### src/hw/pcd_tx_pkg.sv
// shared types and protocol constants for the ISO/IEC 14443 type A
// reader-side transmitter
package pcd_tx_pkg;

    // ----------------------------------------
    // modified Miller sequences
    // ----------------------------------------

    // X has its pause in the middle of the bit period, Z at the start,
    // and Y has no pause at all
    typedef enum logic [1:0] {
        SEQ_X,
        SEQ_Y,
        SEQ_Z
    } pcd_seq_e;

    // ----------------------------------------
    // host side
    // ----------------------------------------

    // command strobe from the host, add_crc is sampled with start
    typedef struct packed {
        logic start;
        logic add_crc;
    } tx_cmd_t;

    // one byte written into the frame buffer
    typedef struct packed {
        logic       strobe;
        logic [7:0] data;
    } buf_wr_t;

    // ----------------------------------------
    // serializer to encoder
    // ----------------------------------------

    // frame_end means every data, parity and CRC bit has gone out
    typedef struct packed {
        logic value;
        logic valid;
        logic frame_end;
    } tx_bit_t;

    // CRC_A preset from ISO/IEC 14443-3
    localparam logic [15:0] CRC_A_INIT = 16'h6363;

    // data bits per character, odd parity follows them
    localparam int CHAR_BITS = 8;

endpackage

### src/hw/frame_buffer.sv
// frame buffer for the type A transmitter
// collects host bytes and serves them to the serializer by index
`timescale 1ns/100ps

module frame_buffer
    import pcd_tx_pkg::*;
#(
    parameter int MAX_BYTES = 16
) (
    input  logic                           pcd_clk,
    input  logic                           reset,
    input  buf_wr_t                        wr,
    input  logic                           busy,
    input  logic                           clear,
    input  logic [$clog2(MAX_BYTES)-1:0]   rd_index,
    output logic [7:0]                     rd_data,
    output logic [$clog2(MAX_BYTES+1)-1:0] byte_count
);

    localparam int IDX_W = $clog2(MAX_BYTES);
    localparam int CNT_W = $clog2(MAX_BYTES + 1);

    logic [7:0]       mem [MAX_BYTES];
    logic [CNT_W-1:0] count;
    logic             wr_ok;

    // the buffer is frozen for the whole frame, and a full buffer
    // silently drops further bytes
    assign wr_ok = wr.strobe && !busy && (count < CNT_W'(MAX_BYTES));

    always_ff @(posedge pcd_clk) begin
        if (reset || clear) begin
            count <= '0;
        end else if (wr_ok) begin
            count <= count + 1'b1;
        end
    end

    // the next free slot is always at the current count
    always_ff @(posedge pcd_clk) begin
        if (wr_ok) begin
            mem[count[IDX_W-1:0]] <= wr.data;
        end
    end

    // zero latency read, the serializer picks the bit in the same cycle
    assign rd_data    = mem[rd_index];
    assign byte_count = count;

endmodule

### src/hw/crc_a.sv
// CRC_A generator, one byte per strobe
// ITU-T polynomial in reflected form, preset 6363 hex
`timescale 1ns/100ps

module crc_a
    import pcd_tx_pkg::*;
(
    input  logic        pcd_clk,
    input  logic        reset,
    input  logic        init,
    input  logic        crc_take,
    input  logic [7:0]  crc_byte,
    output logic [15:0] crc
);

    logic [7:0]  mix_a;
    logic [7:0]  mix_b;
    logic [15:0] crc_next;

    // byte-wise update as given in annex B of ISO/IEC 14443-3
    always_comb begin
        mix_a    = crc_byte ^ crc[7:0];
        mix_b    = mix_a ^ {mix_a[3:0], 4'd0};
        // shift the old value down a byte and fold in the mixed byte
        // at the three tap offsets of the reflected polynomial
        crc_next = {8'd0, crc[15:8]}
                 ^ {mix_b, 8'd0}
                 ^ {5'd0, mix_b, 3'd0}
                 ^ {12'd0, mix_b[7:4]};
    end

    // init wins over a take in the same cycle, a new frame always
    // starts from the preset
    always_ff @(posedge pcd_clk) begin
        if (reset || init) begin
            crc <= CRC_A_INIT;
        end else if (crc_take) begin
            crc <= crc_next;
        end
    end

endmodule

### src/hw/char_serializer.sv
// character serializer for the type A transmitter
// walks buffered bytes and then CRC_A, LSB first, odd parity after each byte
`timescale 1ns/100ps

module char_serializer
    import pcd_tx_pkg::*;
#(
    parameter int MAX_BYTES = 16
) (
    input  logic                           pcd_clk,
    input  logic                           reset,
    input  tx_cmd_t                        cmd,
    input  logic                           busy,
    input  logic [$clog2(MAX_BYTES+1)-1:0] byte_count,
    input  logic [7:0]                     rd_data,
    output logic [$clog2(MAX_BYTES)-1:0]   rd_index,
    input  logic [15:0]                    crc,
    output logic                           crc_take,
    output logic                           crc_init,
    output logic [7:0]                     crc_byte,
    input  logic                           bit_take,
    output tx_bit_t                        bit_out
);

    localparam int IDX_W = $clog2(MAX_BYTES);
    // byte position also covers the two CRC bytes after the data
    localparam int POS_W = $clog2(MAX_BYTES + 3);

    logic             add_crc_q;
    logic [POS_W-1:0] byte_pos;
    logic [3:0]       bit_pos;
    logic             done;
    logic [POS_W-1:0] data_bytes;
    logic [POS_W-1:0] total_bytes;
    logic             in_data;
    logic             last_byte;
    logic [7:0]       cur_byte;

    // ----------------------------------------
    // byte selection
    // ----------------------------------------

    assign data_bytes  = POS_W'(byte_count);
    assign total_bytes = data_bytes + (add_crc_q ? POS_W'(2) : POS_W'(0));
    assign in_data     = byte_pos < data_bytes;
    assign last_byte   = (byte_pos + 1'b1) == total_bytes;
    assign rd_index    = byte_pos[IDX_W-1:0];

    // CRC goes out low byte first, right after the last data byte
    always_comb begin
        if (in_data) begin
            cur_byte = rd_data;
        end else if (byte_pos == data_bytes) begin
            cur_byte = crc[7:0];
        end else begin
            cur_byte = crc[15:8];
        end
    end

    // ----------------------------------------
    // bit stream
    // ----------------------------------------

    // position CHAR_BITS is the parity slot, set so the nine bits hold
    // an odd number of ones
    always_comb begin
        bit_out.value     = (bit_pos == 4'(CHAR_BITS)) ? ~^cur_byte : cur_byte[bit_pos[2:0]];
        bit_out.valid     = busy && !done;
        bit_out.frame_end = busy && done;
    end

    // a data byte enters the CRC as its first bit is consumed, so the
    // CRC has settled long before its own bytes are reached
    assign crc_take = bit_take && (bit_pos == 4'd0) && in_data;
    assign crc_byte = rd_data;
    assign crc_init = cmd.start;

    always_ff @(posedge pcd_clk) begin
        if (reset) begin
            add_crc_q <= 1'b0;
            byte_pos  <= '0;
            bit_pos   <= '0;
            done      <= 1'b0;
        end else if (cmd.start) begin
            add_crc_q <= cmd.add_crc;
            byte_pos  <= '0;
            bit_pos   <= '0;
            done      <= 1'b0;
        end else if (bit_take) begin
            if (bit_pos == 4'(CHAR_BITS)) begin
                bit_pos <= '0;
                // parity of the final byte just left, nothing follows
                if (last_byte) begin
                    done <= 1'b1;
                end else begin
                    byte_pos <= byte_pos + 1'b1;
                end
            end else begin
                bit_pos <= bit_pos + 1'b1;
            end
        end
    end

endmodule

### src/hw/miller_encoder.sv
// modified Miller encoder for the type A transmitter
// maps each bit period onto sequence X, Y or Z and times the carrier pauses
`timescale 1ns/100ps

module miller_encoder
    import pcd_tx_pkg::*;
#(
    parameter int BIT_TICKS   = 128,
    parameter int PAUSE_TICKS = 32
) (
    input  logic    pcd_clk,
    input  logic    reset,
    input  logic    start,
    input  tx_bit_t bit_in,
    output logic    bit_take,
    output logic    clear,
    output logic    pause_n,
    output logic    sending,
    output logic    busy
);

    localparam int TICK_W = $clog2(BIT_TICKS);
    // pause offsets within the bit period
    localparam int X_PAUSE_AT = BIT_TICKS / 2;
    localparam int Z_PAUSE_AT = 0;

    typedef enum logic [2:0] {
        ST_IDLE,
        ST_START,
        ST_DATA,
        ST_END0,
        ST_ENDY
    } state_e;

    state_e            state;
    pcd_seq_e          cur_seq;
    logic [TICK_W-1:0] tick;
    logic              period_end;

    // a 1 is always X, a 0 is Y after an X and Z after anything else
    function automatic pcd_seq_e miller_code(input logic value, input pcd_seq_e prev);
        if (value) begin
            return SEQ_X;
        end else if (prev == SEQ_X) begin
            return SEQ_Y;
        end
        return SEQ_Z;
    endfunction

    // true while the tick lies inside a pause starting at first
    function automatic logic in_pause(input logic [TICK_W-1:0] t, input int first);
        return (int'(t) >= first) && (int'(t) < first + PAUSE_TICKS);
    endfunction

    // ----------------------------------------
    // bit period timing
    // ----------------------------------------

    assign period_end = (tick == TICK_W'(BIT_TICKS - 1));

    // each data period consumes its bit on tick 0, the value was already
    // coded into cur_seq at the period boundary
    assign bit_take = (state == ST_DATA) && (tick == '0) && bit_in.valid;

    // buffer empties on the same edge that drops busy
    assign clear = (state == ST_ENDY) && period_end;

    // ----------------------------------------
    // frame FSM
    // ----------------------------------------

    always_ff @(posedge pcd_clk) begin
        if (reset) begin
            state   <= ST_IDLE;
            cur_seq <= SEQ_Y;
            tick    <= '0;
        end else begin
            // the counter rests at zero while idle so the start Z begins
            // on tick 0
            if (state == ST_IDLE || period_end) begin
                tick <= '0;
            end else begin
                tick <= tick + 1'b1;
            end

            case (state)
                ST_IDLE: begin
                    if (start) begin
                        state   <= ST_START;
                        cur_seq <= SEQ_Z;
                    end
                end
                ST_START, ST_DATA: begin
                    if (period_end) begin
                        // the end of communication is coded as a plain 0
                        if (bit_in.frame_end) begin
                            state   <= ST_END0;
                            cur_seq <= miller_code(1'b0, cur_seq);
                        end else begin
                            state   <= ST_DATA;
                            cur_seq <= miller_code(bit_in.value, cur_seq);
                        end
                    end
                end
                ST_END0: begin
                    if (period_end) begin
                        state   <= ST_ENDY;
                        cur_seq <= SEQ_Y;
                    end
                end
                ST_ENDY: begin
                    // cur_seq stays Y, which keeps the carrier on while idle
                    if (period_end) begin
                        state <= ST_IDLE;
                    end
                end
                default: begin
                    state <= ST_IDLE;
                end
            endcase
        end
    end

    // ----------------------------------------
    // outputs
    // ----------------------------------------

    // pause_n is low while the carrier is switched off
    always_comb begin
        case (cur_seq)
            SEQ_X:   pause_n = !in_pause(tick, X_PAUSE_AT);
            SEQ_Z:   pause_n = !in_pause(tick, Z_PAUSE_AT);
            default: pause_n = 1'b1;
        endcase
    end

    assign busy    = (state != ST_IDLE);
    assign sending = (state inside {ST_START, ST_DATA, ST_END0, ST_ENDY});

endmodule

### src/hw/pcd_tx.sv
// ISO/IEC 14443 type A reader transmitter, top level
// host fills the buffer, a start strobe sends it Miller coded on pause_n
`timescale 1ns/100ps

module pcd_tx
    import pcd_tx_pkg::*;
#(
    parameter int BIT_TICKS   = 128,
    parameter int PAUSE_TICKS = 32,
    parameter int MAX_BYTES   = 16
) (
    input  logic    pcd_clk,
    input  logic    reset,
    input  buf_wr_t wr,
    input  tx_cmd_t cmd,
    output logic    pause_n,
    output logic    sending,
    output logic    busy
);

    logic [$clog2(MAX_BYTES+1)-1:0] byte_count;
    logic [$clog2(MAX_BYTES)-1:0]   rd_index;
    logic [7:0]                     rd_data;
    logic [15:0]                    crc;
    logic [7:0]                     crc_byte;
    logic                           crc_take;
    logic                           crc_init;
    logic                           start_ok;
    logic                           buf_busy;
    logic                           bit_take;
    logic                           clear;
    tx_cmd_t                        ser_cmd;
    tx_bit_t                        tx_bit;

    // a start only counts when idle and there is something to send
    assign start_ok = cmd.start && !busy && (byte_count != '0);

    // the buffer is frozen from the start cycle, so the frame on air is
    // what the host had written before the strobe
    assign buf_busy = busy || start_ok;

    assign ser_cmd.start   = start_ok;
    assign ser_cmd.add_crc = cmd.add_crc;

    frame_buffer #(
        .MAX_BYTES (MAX_BYTES)
    ) frame_buffer0 (
        .pcd_clk    (pcd_clk),
        .reset      (reset),
        .wr         (wr),
        .busy       (buf_busy),
        .clear      (clear),
        .rd_index   (rd_index),
        .rd_data    (rd_data),
        .byte_count (byte_count)
    );

    crc_a crc_a0 (
        .pcd_clk  (pcd_clk),
        .reset    (reset),
        .init     (crc_init),
        .crc_take (crc_take),
        .crc_byte (crc_byte),
        .crc      (crc)
    );

    char_serializer #(
        .MAX_BYTES (MAX_BYTES)
    ) char_serializer0 (
        .pcd_clk    (pcd_clk),
        .reset      (reset),
        .cmd        (ser_cmd),
        .busy       (busy),
        .byte_count (byte_count),
        .rd_data    (rd_data),
        .rd_index   (rd_index),
        .crc        (crc),
        .crc_take   (crc_take),
        .crc_init   (crc_init),
        .crc_byte   (crc_byte),
        .bit_take   (bit_take),
        .bit_out    (tx_bit)
    );

    miller_encoder #(
        .BIT_TICKS   (BIT_TICKS),
        .PAUSE_TICKS (PAUSE_TICKS)
    ) miller_encoder0 (
        .pcd_clk  (pcd_clk),
        .reset    (reset),
        .start    (start_ok),
        .bit_in   (tx_bit),
        .bit_take (bit_take),
        .clear    (clear),
        .pause_n  (pause_n),
        .sending  (sending),
        .busy     (busy)
    );

endmodule

### config.mk
export PLATFORM = sky130hd
export DESIGN_NAME = pcd_tx
export DESIGN_NICKNAME = d
export VERILOG_FILES = /design/src/hw/pcd_tx_pkg.sv /design/src/hw/frame_buffer.sv /design/src/hw/crc_a.sv /design/src/hw/char_serializer.sv /design/src/hw/miller_encoder.sv /design/src/hw/pcd_tx.sv
export SDC_FILE = /design/constraint.sdc
export NUM_CORES = 1
export LEC_CHECK = 0
export BUFFER_PORTS_ARGS = -buffer_cell sky130_fd_sc_hd__buf_2
export CAP_MARGIN = 20
export CORE_MARGIN = 2
export CORE_UTILIZATION = 65
export CTS_CLUSTER_SIZE = 25
export DETAILED_ROUTE_END_ITERATION = 10
export PLACE_DENSITY = 0.82
export SYNTH_ARGS = -nofsm -noshare
export SYNTH_HDL_FRONTEND = slang
export SYNTH_SLANG_ARGS = --single-unit
export TNS_END_PERCENT = 5
### constraint.sdc
create_clock -name pcd_clk -period 7.5 [get_ports pcd_clk]
set_clock_uncertainty 0.05 [all_clocks]
set_input_delay 1.125 -clock pcd_clk [delete_from_list [all_inputs] [get_ports pcd_clk]]
set_output_delay 1.125 -clock pcd_clk [all_outputs]
set_load 0.005 [all_outputs]
==> results of run 1 <==
==> stage by stage <==
step / cells / total power, mW / setup slack, ps / area [um2] / util (%)
floorplan: 536 / 1.30 / 4390 / 7800 / -
finish: 713 / 2.32 / 3870 / 8590 / 72.4
global route: 713 / 2.40 / 3750 / 8590 / 72.4
global placement: 679 / 1.36 / 3800 / 7920 / 66.8
CTS: 711 / 2.33 / 3960 / 8580 / 72.3
detailed placement: 679 / 1.37 / 3590 / 7920 / 66.8
==> sequential cells by signal (all words and copies together), names as in the netlist, named ones only <==
register                    flops
miller_encoder0.tick            7
char_serializer0.done           1
char_serializer0.byte_pos       5
crc_a0.crc                     16
char_serializer0.add_crc_q      1
frame_buffer0.mem             128
frame_buffer0.byte_count        5
miller_encoder0.cur_seq         2
char_serializer0.bit_pos        4
miller_encoder0.state           3
==> area by class of cell <==
| cell class | instances | area, um2 |
|---|---|---|
| sequential | 176 | 4810 |
| fill | 749 | 3270 |
| multi-input combinational | 321 | 2780 |
| clock buffer | 18 | 429 |
| clock inverter | 14 | 226 |
| tap | 147 | 184 |
| timing repair buffer | 19 | 103 |
| inverter | 18 | 67.6 |
==> cells by family (layout without fill, tap and decap cells) <==
kind of cell,count (synthesis),in the layout,synth area share (%)
compound gates,55,55,4.59
xor+xnor,55,55,6.35
fa+ha+maj,16,16,2.57
buf+inv,39,69,2.82
flops,176,176,61.6
mux,64,64,14.3
simple gates,131,131,7.75
==> report_power, final <==
group | internal (mW) | switching (mW) | total, mW
Sequential | 1.07 | 0.0146 | 1.08
Clock | 0.599 | 0.372 | 0.971
Combinational | 0.120 | 0.151 | 0.271
==> worst max path at each step <==
stage | startpoint | end
finish | frame_buffer0.byte_count[1] | frame_buffer0.mem[3][6]
global route | frame_buffer0.byte_count[1] | frame_buffer0.mem[3][6]
CTS | frame_buffer0.byte_count[1] | frame_buffer0.mem[3][6]
detailed placement | cmd[1] | frame_buffer0.mem[3][3]
global placement | cmd[1] | frame_buffer0.mem[3][0]
floorplan | cmd[1] | frame_buffer0.mem[3][0]
==> layout by cell type, fill, tap and decap left out, drive strengths merged, types with 10 or more instances in the layout <==
master,synthesis,final
clkbuf,12,20
xnor2,37,37
mux4,33,33
edfxtp,128,128
buf,9,17
a21oi,21,21
dfxtp,48,48
nor2,61,61
inv,18,23
mux2i,24,24
nand2,26,26
ha,16,16
nor3,10,10
xor2,17,17
==> per-layer routing <==
layer / vias up / track usage (%)
met1: 2198 / 33.8
met2: 129 / 41.7
li1: 2046 / -
met4: 0 / 7.48
met5: - / 0
met3: 22 / 6.22
==> synth_stat cells (2+ instances only) <==
| cell type | instances | area share [%] |
|---|---|---|
| a211oi_1 | 2 | 0.19 |
| a21oi_1 | 20 | 1.3 |
| a31o_2 | 2 | 0.22 |
| a31oi_1 | 3 | 0.24 |
| and3_1 | 3 | 0.24 |
| buf_2 | 3 | 0.19 |
| buf_4 | 2 | 0.19 |
| buf_6 | 3 | 0.43 |
| clkbuf_1 | 9 | 0.43 |
| clkbuf_8 | 2 | 0.35 |
| dfxtp_1 | 48 | 12 |
| edfxtp_1 | 128 | 49 |
| ha_1 | 16 | 2.6 |
| inv_1 | 18 | 0.87 |
| mux2_2 | 7 | 1.0 |
| mux2i_1 | 22 | 2.8 |
| mux2i_4 | 2 | 0.58 |
| mux4_1 | 8 | 2.7 |
| mux4_2 | 25 | 7.2 |
| nand2_1 | 26 | 1.3 |
| nand2b_1 | 6 | 0.48 |
| nand3_1 | 6 | 0.39 |
| nand4_1 | 2 | 0.16 |
| nor2_1 | 60 | 2.9 |
| nor3_1 | 10 | 0.64 |
| nor4_1 | 2 | 0.16 |
| nor4b_1 | 2 | 0.22 |
| o211ai_1 | 6 | 0.58 |
| o21ai_0 | 6 | 0.39 |
| o22ai_1 | 7 | 0.56 |
| or2_2 | 2 | 0.16 |
| or3_1 | 5 | 0.40 |
| xnor2_1 | 37 | 4.2 |
| xor2_1 | 17 | 1.9 |
==> metrics.md, run 1 <==
| Metric | Value |
|---|---|
| Status | `finished clean` |
| FF-to-FF End | `frame_buffer0.mem[3][6]` |
| Crit path depth | `6` |
| Seq/Total Area, Yosys | `61.6%` |
| CP max stage cell | `nor3_1` |
| Total GRT Usage | `25.3%` |
| WP data required | `7490 ps` |
| WL/cell | `21.3 um` |
| Syn. warnings | `0` |
| CP max stage delay | `950 ps` |
| Number of routed nets with antenna violations | `0` |
| Final hold viol count | `0` |
| Main synth FF type | `edfxtp_1` |
| Syn Nets | `565` |
| Hold Crit Class | `register to register` |
| Element type at the critical path end | `register` |
| Die ar. | `12900 um2` |
| Synthesized netlist cell count | `536` |
| PwrDens | `270 nW/um2` |
| Top delay family on crit path | `simple AND/OR/NAND/NOR gates` |
| Area Overhead vs Synth | `10.1%` |
| CP Cell Sequence | `inv_1, ha_1, a41oi_1, nor4b_2, nand2_1, nor3_1` |
| CTS tree | `yes` |
| Worst Path Max Fanout | `8` |
| Drt via density | `6.16` |
| Post-DP HPWL | `10100 um` |
| IO Port Bufs | `15` |
| MaxCap Viol Count | `0` |
| CP Class | `register to register` |
| Min-delay src | `miller_encoder0.tick[0]` |
| First-pass GRT wire length | `23900 um` |
| Reg clk slew, reported paths | `70 ps` |
| GPL Wtd Cong | `0.836` |
| CP Buf/Inv Count | `1` |
| Via count | `4395` |
| Crit path time final | `3630 ps` |
| Met3 routed WL | `751 um` |
| WHS Path Cells | `1` |
| Site Rows | `40` |
| Core ar. | `11900 um2` |
| Maximum buffer depth of the clock tree | `2` |
| Post-CTS Setup Bufs | `0` |
| R2r startpoint | `frame_buffer0.byte_count[1]` |
| Post-CTS Hold Buffers | `0` |
| Post-CTS Resized | `0` |
| CTS Root Cell | `clkbuf_16` |
| Top Metal Used | `met4` |
| Max Freq | `0.275 GHz` |
| Nets | `582` |
| Slew @ Worst Pin | `1150 ps` |
| Post-synth ARST share | `0%` |
| Die Wd | `114 um` |
| Total grt overflow | `0` |
| TritonCTS buffer count | `17` |
| Min Hold Slack | `410 ps` |
| Initial DRC count | `481` |
| Startpoint Class | `register` |
| Die height | `114 um` |
| Post-synthesis register bit count | `176` |
| Slew margin rel. | `22.8%` |
| LEAKAGE | `2.97 nW` |
| Worst Path Arrival | `3620 ps` |
| Finish-stage setup viols | `0` |
| Max IR drop VDD | `348 uV` |
| Met2 wire length | `7600 um` |
| DRT met1 WL | `6590 um` |
| Synth unique cells | `53` |
| Setup TNS | `0 ps` |
| Post-synthesis average cell area | `14.6 um2` |
| Drt pass-1 iters | `5` |
| Drc violations | `0` |
| Io pins | `16` |
| Share of cells above drive strength 1 | `16.4%` |
| Initial antenna violation count | `0` |
| Max Transition Viols Final | `0` |
| Number of H-tree levels | `4` |
| Vias in the first global route | `4347` |
| Synthesized cell area | `7800 um2` |
| Starting Density | `65.8%` |
| Post-synth EDFFs | `128` |
| Final period utilization | `48.4%` |
| Clock sink count | `176` |
| FF-to-FF path depth | `6` |
| Flop2flop setup slack | `3870 ps` |
| N_diodes | `0` |
| Clk Latency, worst-skew pair | `430 ps` |
| RSZ-0062 raised after global routing | `no` |
| Final WL | `15200 um` |
| Hold Path End | `miller_encoder0.tick[0]` |
| Largest net degree at the start of global routing | `33` |
(Power assumes the default switching activity.)
==> run 2: changes to the inputs <==
--- a/config.mk
+++ b/config.mk
@@ -8,10 +8,10 @@
 export BUFFER_PORTS_ARGS = -buffer_cell sky130_fd_sc_hd__buf_2
 export CAP_MARGIN = 20
 export CORE_MARGIN = 2
-export CORE_UTILIZATION = 65
+export CORE_UTILIZATION = 62
 export CTS_CLUSTER_SIZE = 25
 export DETAILED_ROUTE_END_ITERATION = 10
-export PLACE_DENSITY = 0.82
+export PLACE_DENSITY = 0.79
 export SYNTH_ARGS = -nofsm -noshare
 export SYNTH_HDL_FRONTEND = slang
 export SYNTH_SLANG_ARGS = --single-unit
==> constraint.sdc (replaced) <==
create_clock -name pcd_clk -period 3.7 [get_ports pcd_clk]
set_clock_uncertainty 0.05 [all_clocks]
set_input_delay 0.555 -clock pcd_clk [delete_from_list [all_inputs] [get_ports pcd_clk]]
set_output_delay 0.555 -clock pcd_clk [all_outputs]
set_load 0.005 [all_outputs]
==> run 2 against run 1 <==
First-iteration DRC count is 33% lower. Fmax grew 11%. Setup slack worse by 3400 ps. Power increased by 99%. Flip-flop and latch count stayed put. Sequential share of layout area shrank 0.91 points. Register-to-register slack worse by 3400 ps. Wire length grew 3.8%. Largest power group unchanged.
==> metrics.md, run 2 (synthesis gave the netlist of run 1 again) <==
| Metric | Value |
|---|---|
| Status | `finished clean` |
| Final WS setup | `423 ps (-3440 ps)` |
| Tot Pwr | `4.62 mW (+99%)` |
| Sw frac | `24.4% (+1.3 points)` |
| CP Class | `register to register` |
| Internal power | `3.49 mW (+96%)` |
| Number of routed nets with antenna violations | `0 (unchanged)` |
| Number of H-tree levels | `4 (unchanged)` |
| Clock sink count | `176 (unchanged)` |
| Post-CTS Resized | `0 (unchanged)` |
| Vias in the first global route | `4623 (+6.3%)` |
| GPL Wtd Cong | `0.891 (+6.6%)` |
| Drc violations | `0 (unchanged)` |
| Area Overhead vs Synth | `12.0%` |
| Maximum buffer depth of the clock tree | `2 (unchanged)` |
| Final period utilization | `88.6% (+40 points)` |
| Largest net degree at the start of global routing | `27 (-18%)` |
| Reg clk slew, reported paths | `70 ps (about the same)` |
| CTS tree | `yes` |
| Drt via density | `5.92 (-3.9%)` |
| Sequential fraction of design power | `47.4% (+0.9 points)` |
| Commonest cells after routing, fill and taps aside | `edfxtp_1 (128), nor2_1 (60), dfxtp_1 (47)` |
| Site Rows | `40 (unchanged)` |
| Comb power frac | `12.0% (+0.3 points)` |
| TritonCTS buffer count | `17 (unchanged)` |
| Clock share of power | `40.6% (-1.2 points)` |
| Die height | `116 um (+2.3%)` |
| Element type at the critical path end | `register` |
| MaxCap Viol Count | `0 (unchanged)` |
| RSZ-0062 raised after global routing | `no` |
| Slew margin rel. | `40.6% (+18 points)` |
| Slew @ Worst Pin | `891 ps (-259 ps)` |
| Max Freq | `0.305 GHz (+11%)` |
| CTS Root Cell | `clkbuf_16` |
| Initial antenna violation count | `0 (unchanged)` |
| Post-CTS Hold Buffers | `0 (unchanged)` |
| Post-DP HPWL | `9990 um (-1.1%)` |
| CP Cell Sequence | `inv_1, ha_1, nand3_1, nor2_2, mux2_2, mux2i_1, xor2_1, xnor3_1, xnor2_1, o21ai_1, o41ai_2` |
| Max IR drop VDD | `665 uV (+91%)` |
| Post-CTS Setup Bufs | `0 (unchanged)` |
| CP max stage delay | `490 ps (-460 ps)` |
| Starting Density | `64.1% (-1.6 points)` |
| Most common cell after layout, fill and taps aside | `edfxtp_1` |
| CP max stage cell | `dfxtp_1` |
| First-pass GRT wire length | `24900 um (+4.3%)` |
| Die Wd | `116 um (+2.3%)` |
| Nets | `600 (+3.1%)` |
| WP data required | `3980 ps (-3510 ps)` |
| Final Util | `71.8% (-0.63 points)` |
| IO Port Bufs | `15 (unchanged)` |
| Pre-CTS WS | `472 ps (-3120 ps)` |
| Initial DRC count | `320 (-33%)` |
| Final hold viol count | `0 (unchanged)` |
| Finish-stage setup viols | `0 (unchanged)` |
| N_diodes | `0 (unchanged)` |
| Post-Place Cells | `720 (+6.0%)` |
| Net Switching | `1.13 mW (+110%)` |
| CP Buf/Inv Count | `1 (unchanged)` |
| LEAKAGE | `3.06 nW (+2.9%)` |
| Drt pass-1 iters | `6 (+1)` |
| Startpoint Class | `register` |
| Crit path time final | `3280 ps (-355 ps)` |
| Worst Path Max Fanout | `9 (+1)` |
| Core ar. | `12200 um2 (+2.5%)` |
| Share of cells above drive strength 1 | `19.3% (+2.9 points)` |
| Max reg flops | `128 (unchanged)` |
| WL/cell | `21.0 um (-1.6%)` |
| Io pins | `16 (unchanged)` |
| Via count | `4454 (+1.3%)` |
| PwrDens | `529 nW/um2 (+96%)` |
| Hold Crit Class | `input pin to register` |
| Top delay family on crit path | `XOR/XNOR gates` |
| Die ar. | `13500 um2 (+4.7%)` |
| Total GRT Usage | `25.6% (+0.35 points)` |
| Worst Path Arrival | `3560 ps (-60 ps)` |
| Max Transition Viols Final | `0 (unchanged)` |
| Final WL | `15800 um (+3.8%)` |
| Total grt overflow | `0 (unchanged)` |
| Final cell count without fillers | `752 (+5.5%)` |
| Clk Latency, worst-skew pair | `430 ps (about the same)` |
| Setup TNS | `0 ps (unchanged)` |
==> run 2: cell count changes in the layout (fill, tap and decap cells not counted) <==
cell	previous run	this run
buf_4	2	21
bufinv_16	5	3
inv_6	2	4
buf_12	0	1
clkbuf_1	1	0
clkbuf_2	1	0
clkbuf_4	1	0
clkinv_1	1	0
clkinv_2	1	2
clkinv_4	1	0
clkinvlp_4	1	2
inv_8	3	4
==> run 2: power groups by stage <==
stage          Sequential, mW  Combinational [mW]  Clock (mW)
3_5_place_dp             2.23               0.544           0
5_1_grt                  2.20               0.605        1.97
6_report                 2.19               0.554        1.88
2_1_floorplan            2.22               0.415           0
3_3_place_gp             2.23               0.530           0
4_1_cts                  2.19               0.551        1.90
==> run 2: per-stage QoR <==
stage	cell area [um2]	hold slack [ps]
2_1_floorplan	7800	380
3_3_place_gp	8110	394
3_5_place_dp	8110	428
4_1_cts	8730	322
5_1_grt	8730	336
6_report	8730	331
==> run 2: layout make-up <==
cell class,instances,area [um2]
fillers,798,3430
inverters,18,67.6
repair buffers,37,253
clock buffers,17,425
clock inverters,15,195
flip-flops and latches,176,4810
multi-input cells,321,2780
well taps,168,210
==> run 2: worst register-to-register path, stage by stage, from the launching register on <==
cell,delay [ps]
dfxtp_1,490
inv_1,170
ha_1,330
nand3_1,140
nor2_2,380
mux2_2,380
mux2i_1,220
xor2_1,210
xnor3_1,250
xnor2_1,170
o21ai_1,120
o41ai_2,270
==> run 2: routing by layer <==
layer | share of wire [%] | wire length [um] | GRT usage [%] | vias up
met5 | 0 | 0 | 0 | -
met4 | 2.7 | 422 | 11.7 | 0
met3 | 4.5 | 715 | 4.98 | 32
met2 | 52 | 8130 | 43.5 | 121
met1 | 41 | 6500 | 32.3 | 2224
li1 | - | - | - | 2077
==> run 2: final timing paths <==
kind	start	end	slack (ps)	depth (start not counted)
worst max-delay path	frame_buffer0.byte_count[3]	miller_encoder0.cur_seq[0]	420	11
worst min-delay path	cmd[0]	char_serializer0.add_crc_q	330	3
worst max register to register	frame_buffer0.byte_count[3]	miller_encoder0.cur_seq[0]	420	11
worst min register to register	miller_encoder0.tick[0]	miller_encoder0.tick[0]	440	1
==> run 3: changes to the inputs <==
--- a/config.mk
+++ b/config.mk
@@ -7,7 +7,7 @@
 export LEC_CHECK = 0
 export BUFFER_PORTS_ARGS = -buffer_cell sky130_fd_sc_hd__buf_2
 export CAP_MARGIN = 20
-export CORE_MARGIN = 2
+export CORE_MARGIN = 1.5
 export CORE_UTILIZATION = 62
 export CTS_CLUSTER_SIZE = 25
 export DETAILED_ROUTE_END_ITERATION = 10
==> run 3 against run 2 <==
Wire length is 5.2% lower. First-iteration DRC count is 34% higher. Non-clock buffer count is 1 lower. Critical path type unchanged. Fmax is 0.95% higher. Die area is 1.7% lower. Largest power group unchanged.
==> metrics.md, run 3 (synthesis gave the netlist of run 1 again) <==
| Metric | Value |
|---|---|
| Core ar. | `12200 um2 (unchanged)` |
| Final period utilization | `87.7% (-0.84 points)` |
| CTS Root Cell | `clkbuf_16` |
| Pre-CTS WS | `494 ps (+22.3 ps)` |
| Post-DP HPWL | `10000 um (about the same)` |
| Site Rows | `40 (unchanged)` |
| WP data required | `3980 ps (about the same)` |
| Drt via density | `5.95 (+0.49%)` |
| Clk Latency, worst-skew pair | `430 ps (about the same)` |
| Placed inst area | `8100 um2 (about the same)` |
| Final hold viol count | `0 (unchanged)` |
| WL/cell | `19.9 um (-5.0%)` |
| Slew @ Worst Pin | `886 ps (-5.04 ps)` |
| Slew margin rel. | `41.0% (+0.34 points)` |
| Status | `finished clean` |
| Final cell count without fillers | `751 (-0.13%)` |
| Max Freq | `0.308 GHz (+0.95%)` |
| Startpoint Class | `register` |
| LEAKAGE | `3.04 nW (-0.61%)` |
| Tot Pwr | `4.52 mW (-2.2%)` |
| Area Overhead vs Synth | `11.4%` |
| GPL Wtd Cong | `0.904 (+1.5%)` |
| Comb power frac | `12.1% (about the same)` |
| Starting Density | `64.1% (unchanged)` |
| First-pass GRT wire length | `23800 um (-4.5%)` |
| Flop2flop setup slack | `450 ps (+30 ps)` |
| Sequential fraction of design power | `48.5% (+1.1 points)` |
| Most common cell after layout, fill and taps aside | `edfxtp_1` |
| MaxCap Viol Count | `0 (unchanged)` |
| Post-CTS Resized | `0 (unchanged)` |
| Setup TNS | `0 ps (unchanged)` |
| Via count | `4470 (+0.36%)` |
| Max Transition Viols Final | `0 (unchanged)` |
| Commonest cells after routing, fill and taps aside | `edfxtp_1 (128), nor2_1 (60), dfxtp_1 (47)` |
| Share of cells above drive strength 1 | `18.7% (-0.65 points)` |
| Die height | `115 um (-0.86%)` |
| Nets | `599 (-0.17%)` |
| Vias in the first global route | `4401 (-4.8%)` |
| Total GRT Usage | `25.1% (-0.55 points)` |
| Post-route cell area | `8690 um2 (-0.50%)` |
| Crit path time final | `3250 ps (-30.9 ps)` |
| CTS tree | `yes` |
| Die ar. | `13300 um2 (-1.7%)` |
| Drc violations | `0 (unchanged)` |
| TritonCTS buffer count | `17 (unchanged)` |
| IO Port Bufs | `15 (unchanged)` |
| Clock share of power | `39.4% (-1.2 points)` |
| Post-CTS Setup Bufs | `0 (unchanged)` |
| Post-Place Cells | `719 (-0.14%)` |
| Post-CTS Hold Buffers | `0 (unchanged)` |
| Final WS setup | `454 ps (+30.9 ps)` |
| RSZ-0062 raised after global routing | `no` |
| Max IR drop VDD | `443 uV (-33%)` |
| Worst Path Max Fanout | `9 (unchanged)` |
| Initial antenna violation count | `0 (unchanged)` |
| Final Util | `71.4% (-0.36 points)` |
| Final WL | `15000 um (-5.2%)` |
| Worst Path Arrival | `3530 ps (-30 ps)` |
| Finish-stage setup viols | `0 (unchanged)` |
| Internal power | `3.43 mW (-2.0%)` |
| Reg clk slew, reported paths | `70 ps (about the same)` |
| Initial DRC count | `430 (+34%)` |
| PwrDens | `520 nW/um2 (-1.8%)` |
| Element type at the critical path end | `register` |
| Net Switching | `1.09 mW (-3.1%)` |
| Sw frac | `24.2% (-0.22 points)` |
| Largest net degree at the start of global routing | `33 (+22%)` |
| Clock sink count | `176 (unchanged)` |
| Io pins | `16 (unchanged)` |
| Hold Crit Class | `input pin to register` |
| Max reg flops | `128 (unchanged)` |
| Min Hold Slack | `321 ps (-10.1 ps)` |
| N_diodes | `0 (unchanged)` |
| Die Wd | `115 um (-0.86%)` |
| Fillers | `762 (-4.5%)` |
| Drt pass-1 iters | `4 (-2)` |
| Number of H-tree levels | `4 (unchanged)` |
| Number of routed nets with antenna violations | `0 (unchanged)` |
| Maximum buffer depth of the clock tree | `2 (unchanged)` |
| CP Class | `register to register` |
| Total grt overflow | `0 (unchanged)` |
run 3: final timing paths:
| check | cells after the start | start | end |
|---|---|---|---|
| max reg2reg | 11 | frame_buffer0.byte_count[3] | miller_encoder0.cur_seq[0] |
| max | 11 | frame_buffer0.byte_count[3] | miller_encoder0.cur_seq[0] |
| min reg2reg | 1 | miller_encoder0.tick[0] | miller_encoder0.tick[0] |
| min | 3 | cmd[0] | char_serializer0.add_crc_q |
run 3: per-layer routing:
| metal | vias up | GRT usage, % | routed length, um |
|---|---|---|---|
| met4 | 0 | 11.2 | 368 |
| met2 | 127 | 42.0 | 7740 |
| met1 | 2234 | 31.4 | 6160 |
| met3 | 29 | 5.75 | 688 |
| li1 | 2080 | - | - |
| met5 | - | 0 | 0 |
run 3: cell type report:
type / instances / area [um2] / share of cell area, %
Clock buffer: 20 / 437 / 5.03
Tap cell: 168 / 210 / 2.42
Inverter: 18 / 67.6 / 0.778
Sequential cell: 176 / 4810 / 55.3
Multi-Input combinational cell: 321 / 2780 / 31.9
Timing Repair Buffer: 36 / 245 / 2.82
Clock inverter: 12 / 148 / 1.70
run 3: power groups by stage:
stage               Combinational, mW  Clock [mW]  Sequential (mW)
CTS                             0.550        1.80             2.19
floorplan                       0.415           0             2.22
global placement                0.533           0             2.23
global route                    0.601        1.89             2.19
finish                          0.549        1.78             2.19
detailed placement              0.545           0             2.23
run 3: critical path, stage by stage (launching register included):
cell and delay, ps:
dfxtp_1 500, inv_1 170, ha_1 340, nand3_1 140
nor2_2 350, mux2_2 380, mux2i_1 210, xor2_1 180
xnor3_1 240, xnor2_1 170, o21ai_1 130, o41ai_2 290
